--- config.mk ---
export PLATFORM = sky130hd
export DESIGN_NAME = fetch_stage_flat
export DESIGN_NICKNAME = d
export VERILOG_FILES = /design/src/cpu_pkg.sv /design/src/pipe_link.sv /design/src/fetch_stage.sv /design/src/flat_wrapper.sv
export VERILOG_INCLUDE_DIRS = /design/src
export SDC_FILE = /design/constraint.sdc
export NUM_CORES = 1
export LEC_CHECK = 0
export ABC_AREA = 1
export BUFFER_PORTS_ARGS = -buffer_cell sky130_fd_sc_hd__buf_2
export CAP_MARGIN = 20
export CORE_MARGIN = 3
export CORE_UTILIZATION = 45
export DETAILED_ROUTE_END_ITERATION = 8
export HOLD_SLACK_MARGIN = 0.03
export PLACE_DENSITY = 0.76
export SLEW_MARGIN = 20
export SYNTH_ARGS = -nofsm -noshare
export SYNTH_HDL_FRONTEND = slang
export SYNTH_SLANG_ARGS = --single-unit
--- constraint.sdc ---
create_clock -name clk -period 1.8 [get_ports clk]
set_clock_uncertainty 0.1 [all_clocks]
set_input_delay 0.18 -clock clk [delete_from_list [all_inputs] [get_ports clk]]
set_output_delay 0.18 -clock clk [all_outputs]
set_load 0.005 [all_outputs]
--- src/cpu_defines.svh ---
`ifndef CPU_DEFINES_SVH
`define CPU_DEFINES_SVH

// datapath byte width
`define CPU_DATA_W 8

// program ROM address, PC high and low bytes
`define CPU_ROM_AW 16

// 1 KiB data RAM, low bits of the MAR pair
`define CPU_RAM_AW 10

// registers A to P
`define CPU_NUM_REGS 16

`endif

--- src/cpu_pkg.sv ---
`include "cpu_defines.svh"

package cpu_pkg;

    localparam int REG_IW = $clog2(`CPU_NUM_REGS);

    typedef logic [`CPU_DATA_W-1:0] data_t;
    typedef logic [REG_IW-1:0] reg_idx_t;

    // high byte: op[7:5], device field[4:1], extra device bit[0]
    typedef struct packed {
        data_t hi;
        data_t lo;
    } instr_t;

    typedef enum logic [2:0] {
        OP_DEV_ROM    = 3'd0,
        OP_DEV_RAM    = 3'd1,
        OP_DEV_RAMZP  = 3'd2,
        OP_DEV_UART   = 3'd3,
        OP_REGX_ALU   = 3'd4,
        OP_NONREG_ALU = 3'd5,
        OP_RAMZP_REG  = 3'd6,
        OP_RAMZP_UART = 3'd7
    } op_sel_t;

    // 16..31 are registers A..P
    typedef enum logic [4:0] {
        DEV_RAM     = 5'd0,
        DEV_MARLO   = 5'd1,
        DEV_MARHI   = 5'd2,
        DEV_UART    = 5'd3,
        DEV_PCHITMP = 5'd4,
        DEV_PCLO    = 5'd5,
        DEV_PC      = 5'd6,
        DEV_JMPO    = 5'd7,
        DEV_JMPZ    = 5'd8,
        DEV_JMPC    = 5'd9,
        DEV_JMPDI   = 5'd10,
        DEV_JMPDO   = 5'd11,
        DEV_JMPEQ   = 5'd12,
        DEV_JMPNE   = 5'd13,
        DEV_JMPGT   = 5'd14,
        DEV_JMPLT   = 5'd15,
        DEV_REG_A   = 5'd16,
        DEV_REG_P   = 5'd31
    } dev_sel_t;

    typedef enum logic [2:0] {
        ALU_PASS_X = 3'd0,
        ALU_PASS_Y = 3'd1,
        ALU_ADD    = 3'd2,
        ALU_SUB    = 3'd3,
        ALU_AND    = 3'd4,
        ALU_OR     = 3'd5,
        ALU_XOR    = 3'd6,
        ALU_CMP    = 3'd7
    } alu_op_t;

    typedef enum logic [1:0] {
        SRC_ROM  = 2'd0,
        SRC_RAM  = 2'd1,
        SRC_UART = 2'd2,
        SRC_ALU  = 2'd3
    } bus_src_t;

    typedef struct packed {
        logic z;
        logic c;
        logic o;
        logic eq;
        logic ne;
        logic gt;
        logic lt;
    } flags_t;

    typedef struct packed {
        instr_t                 instr;
        logic [`CPU_ROM_AW-1:0] pc;
    } fetch_item_t;

    typedef struct packed {
        bus_src_t               bus_src;
        logic                   zp;
        logic                   force_x_zero;
        logic                   force_pass_x;
        alu_op_t                alu_op;
        dev_sel_t               dev;
        logic                   reg_wr;
        logic                   ram_wr;
        data_t                  imm;
        reg_idx_t               y_idx;
        logic [`CPU_ROM_AW-1:0] pc;
    } ctrl_word_t;

endpackage

--- src/pipe_link.sv ---
`timescale 1ns/1ps

// one pipeline slot between two stages
interface pipe_link #(
    parameter type payload_t = logic
);

    logic     valid;
    payload_t payload;

    // both come back from execute
    logic     hold;
    logic     flush;

    modport up (
        output valid,
        output payload,
        input  hold,
        input  flush
    );

    modport down (
        input  valid,
        input  payload,
        output hold,
        output flush
    );

endinterface

--- src/fetch_stage.sv ---
`timescale 1ns/1ps
`include "cpu_defines.svh"

module fetch_stage (
    input  logic                   clk,
    input  logic                   rst,
    output logic [`CPU_ROM_AW-1:0] rom_addr,
    input  cpu_pkg::instr_t        rom_data,
    input  logic                   jump_taken,
    input  logic [`CPU_ROM_AW-1:0] jump_target,
    pipe_link.up                   link_out
);

    import cpu_pkg::*;

    logic [`CPU_ROM_AW-1:0] pc;
    logic                   valid_q;
    fetch_item_t            item_q;

    // ROM answers in the same cycle
    assign rom_addr = pc;

    ////////////////////////////////////////////////////////////
    // program counter and slot valid
    ////////////////////////////////////////////////////////////

    always_ff @(posedge clk) begin
        if (rst) begin
            pc      <= '0;
            valid_q <= 1'b0;
        end else begin
            // redirect wins over a held fetch
            if (jump_taken) begin
                pc <= jump_target;
            end else if (!link_out.hold) begin
                pc <= pc + 1'b1;
            end

            if (link_out.flush) begin
                valid_q <= 1'b0;
            end else if (!link_out.hold) begin
                valid_q <= 1'b1;
            end
        end
    end

    // instruction register, tagged with its own address
    always_ff @(posedge clk) begin
        if (!link_out.hold) begin
            item_q.instr <= rom_data;
            item_q.pc    <= pc;
        end
    end

    assign link_out.valid   = valid_q;
    assign link_out.payload = item_q;

endmodule

--- src/flat_wrapper.sv ---
// flat-port wrapper written by rule: the top's interface ports become plain ports
module fetch_stage_flat import cpu_pkg::*;
  (clk, rst, rom_addr, rom_data, jump_taken, jump_target, link_out_valid, link_out_payload, link_out_hold, link_out_flush);
  pipe_link link_out_i ();
  input  logic clk;
  input  logic rst;
  output logic [`CPU_ROM_AW-1:0] rom_addr;
  input  cpu_pkg::instr_t rom_data;
  input  logic jump_taken;
  input  logic [`CPU_ROM_AW-1:0] jump_target;
  output wire logic [$bits(link_out_i.valid)-1:0] link_out_valid;
  output wire logic [$bits(link_out_i.payload)-1:0] link_out_payload;
  input wire logic [$bits(link_out_i.hold)-1:0] link_out_hold;
  input wire logic [$bits(link_out_i.flush)-1:0] link_out_flush;
  assign link_out_valid = link_out_i.valid;
  assign link_out_payload = link_out_i.payload;
  assign link_out_i.hold = link_out_hold;
  assign link_out_i.flush = link_out_flush;
  fetch_stage u_core (.clk(clk), .rst(rst), .rom_addr(rom_addr), .rom_data(rom_data), .jump_taken(jump_taken), .jump_target(jump_target), .link_out(link_out_i));
endmodule
==> Word level (Yosys, flattened, before mapping) <==
Cells that the tools add are included.
{ "totals": {"word_cells": 8, "ff_bits": 18, "latchBits": 0, "n_memories": 0, "ramBits": 0, "input_bits": 37, "romBits": 0, "out_inout_bits": 18} }
{ "classes": {"muxes": 2, "n_div": 0, "n_addsub": 1, "n_bitwise": 0, "n_reduce_logical": 1, "n_shift": 0, "magnitude_cmp": 0, "n_mul": 0, "eq_ne": 1} }
{ "op_table": {"columns": ["op", "n"], "rows": [
  ["two-way mux 16 bit", 2],
  ["adder 16 x 1 -> 16 bit (second input constant)", 1],
  ["!= test 2 bit (second input constant)", 1],
  ["OR reduction 2 bit", 1]
]} }

==> Longest topological paths before layout <==
{ "depth": {"ltp_word": 3, "mapped_depth": 9, "depth_no_buf": 9} }

==> Least setup slack after synthesis <==
OpenSTA, ideal clock, no wires.
{ "synth_path": {"kind": "register to register", "from": "register u_core.pc[0] (netlist: u_core.rom_addr[0])", "to": "register u_core.pc[8] (netlist: u_core.rom_addr[8])", "slack_ns": 0.408, "arrival_ns": 1.172, "path_stages_with_launch": 8, "path_buffers": 0, "synth_period_minus_slack_ns": 1.392, "t_required_ns": 1.580, "cell_sequence": "dfxtp_1 -> ha_1 -> nand2_2 -> nor2_2 -> nand2_2 -> nor2_2 -> xor2_1 -> a21oi_1"} }
{ "synth_between": {"elab_chain_cells": 3} }
{ "synth_lines": {"columns": ["item", "line", "source"], "rows": [
  ["start: declaration", "fetch_stage.sv:16", "logic [`CPU_ROM_AW-1:0] pc;"],
  ["start signal: assignment", "fetch_stage.sv:34", "pc <= jump_target;"],
  ["start signal: assignment", "fetch_stage.sv:36", "pc <= pc + 1'b1;"],
  ["adder 16 x 1 -> 16 bit", "fetch_stage.sv:36", null],
  ["two-way mux 16 bit", "fetch_stage.sv:35", "end else if (!link_out.hold) begin"],
  ["two-way mux 16 bit", "fetch_stage.sv:33", "if (jump_taken) begin"]
]} }
No other way between the ends. The select of a mux whose other input is x is not followed.
A chain may end at the register's enable or synchronous reset.

==> Final worst setup path <==
Same ends and word-level chain as after synthesis.

==> results.yml <==
run_status:
  run_status: "finished clean"
logic_synthesis:
  synth_area_leaders: "dfxtp_1, nand2_1, inv_1"
  async_reset_ff_share_pct: 0
  syn-num-nets: 212
  synth_edf_count: 1
  yosys.area.top_type_share_pct: 30.19
  synthCells: 174
  ys_seq_area_share_pct: 32.85
  ys_types: 25
  muxShareOfSynthArea_pct: 0
  ys_ff_latch: 18
  synth_top_family_by_area: "simple AND/OR/NAND/NOR gates"
  netlist_area_mm2: 0.001127
  ys_warn_count: 0
  synthXorXnorAreaFrac_pct: 3.885
  synth_fa_ha_area_share_pct: 1.110
  synth-simple-area-share_pct: 33.52
  ys.flop_type: "dfxtp_1"
  synth_compound_area_share_pct: 17.43
  synth_top_area_cell: "dfxtp_1"
  synth_area_per_cell_um2: 6.479
clock_network:
  postCtsSetupBuffers: 0
  cts_buffers: 3
  clockRootBuffer: "clkbuf_4"
  clkSlewWorstSetupHoldPaths_ns: 0.12
  clock-sinks: 18
  clock_path_buffers: 2
  cts-htree-levels: 1
  tritoncts: "built"
  cts_resized: 0
  insertion_delay_ns: 0.31
die:
  start_util_pct: 49.07
  die_area_mm2: 0.003142
  rows: 17
  fp.dieH_um: 56.05
  io_pins: 55
  die_w_um: 56.05
  core_area_mm2: 0.002297
finish:
  antenna_cells: 0
  fin_util_pct: 60.62
  nets: 254
  final_cell_mix: "buf_2, nand2_1, inv_1"
  drive_gt1_share_pct: 28.84
  layout_commonest_cell: "buf_2"
  syn2layout_area_growth_pct: 23.53
setup_path:
  startpoint_type: "register"
  critPathMaxStageDelay_ns: 0.45
  end_kind: "register"
  path_cells: "ha_1, nand2_2, nor2_2, nand2_2, nor2_2, xor2_1, a21oi_1"
  cp.required_ns: 1.91
  critical_path_class: "reg -> reg"
  crit_arrival_ns: 1.69
  crit_slowest_cell: "dfxtp_1"
  critPathLaunch: "u_core.rom_addr[0]"
  crit_buf_inv: 0
  crit_fanout: 6
  worstReg2RegStart: "u_core.rom_addr[0]"
  critPathTopFamily: "flip-flops"
worst_hold_path:
  min_from: "jump_target[4]"
  hold_class: "in -> reg"
drt:
  wl_per_cell_um: 12.00
  drt_wl_total_mm: 2.915
  antenna_left: 0
  drc: 0
  dr.pass1.iters: 4
  viasPerCell: 5.136
  drtIter0Drc: 28
  vias: 1248
place:
  dpl.hpwl_mm: 2.224
  gp_congestion: 0.8187
  port_buffers: 38
timing:
  setup_viol: 0
  max_clock_freq_mhz: 633.2
  holdWs_ns: 0.04580
  hold_viol: 0
  maxSlewHeadroom_pct: 71.18
  finalCritPeriodShare_pct: 87.73
  slew_viol_final: 0
  rsz0062_at_grt: "false"
  tightest_slew_ns: 0.4306
  fin_crit_ns: 1.579
  tns_ns: 0
power_and_ir_drop:
  powerDensity_mw_per_mm2: 628.1
  worst_ir_drop_vdd_v: 0.0003589
  p_leak_uw: 0.0006575
grt:
  overflow: 0
  grt_pass1_vias: 1153
  grt_pass1_wl_mm: 4.795
  grt_max_degree: 16
  grt_use_total_pct: 18.90
  antenna_found_initial: 0
job:
  drv_cap: 0
-- final cells by class --
class	count	area, um^2
tap	28	35.03
inverter	30	112.6
timing repair buffer	40	207.7
clock buffer	4	36.28
sequential	18	370.4
multi-input combinational	123	630.6
fill	226	904.6
-- final timing paths --
| kind | to | slack, ns | depth (start not counted) |
|---|---|---|---|
| worst max-delay path | u_core.rom_addr[8] | 0.22 | 7 |
| worst min-delay path | u_core.rom_addr[4] | 0.05 | 3 |
| worst max register to register | u_core.rom_addr[8] | 0.22 | 7 |
| worst min register to register | u_core.link_out.valid | 0.43 | 2 |
-- worst min-delay path: cells and delay by family --
family | cells | cell delay (ns)
compound gates | 1 | 0.07
simple gates | 1 | 0.06
buf+inv | 1 | 0.10
-- where the power goes --
part / total, uW / internal [uW] / switching (uW)
Sequential: 457 / 427 / 29.8
Clock: 268 / 124 / 144
Combinational: 150 / 66.5 / 83.1
Total: 875 / 618 / 257
-- metrics by stage --
stage | cell area, um^2 | total power, uW | setup slack [ns] | std cells
detailed placement | 1346 | 613.8 | 0.2613 | 238
finish | 1393 | 874.6 | 0.2208 | 243
global placement | 1346 | 607.8 | 0.3218 | 238
floorplan | 1127 | 542.4 | 0.4077 | 174
CTS | 1393 | 878.4 | 0.2539 | 243
global route | 1393 | 920.3 | 0.1230 | 243
-- cell usage after synthesis, types with 2 or more instances --
| cell type | count |
|---|---|
| nand2_2 | 5 |
| dfxtp_1 | 17 |
| nand2_1 | 36 |
| buf_2 | 2 |
| o21ai_1 | 4 |
| nor3_1 | 2 |
| nand3_1 | 15 |
| o21ai_0 | 16 |
| nand3_2 | 2 |
| inv_2 | 3 |
| a21oi_1 | 10 |
| nor2_1 | 12 |
| xor2_1 | 4 |
| nor2_2 | 6 |
| a21oi_2 | 2 |
| a31oi_1 | 2 |
| nand4_1 | 2 |
| inv_1 | 27 |
-- kinds of logic (layout without fill, tap and decap cells) --
family	Yosys count	in the layout
xor+xnor	5	5
fa+ha+maj	1	1
buf+inv	33	74
flops	18	18
compound gates	36	36
simple gates	81	81
-- sequential cells by signal (all words and copies together) (netlist names) --
signal                   flops
u_core.link_out.valid        1
u_core.link_out.payload      1
u_core.rom_addr             16
-- layer usage --
metal | global-route usage [%] | wire (um) | vias up
met1 | 23.25 | 1337 | 567
met3 | 3.712 | 144 | 5
met4 | 8.136 | 40 | 0
li1 | - | - | 641
met5 | 0 | 0 | -
met2 | 31.72 | 1392 | 35
-- what timing repair did --
| action | CTS | global route |
|---|---|---|
| hold buffers | 1 | 0 |
| endpoints found under the hold margin | 1 | 0 |
| endpoints found under the setup margin | 0 | 0 |
Power figures use the tool's default switching activity.
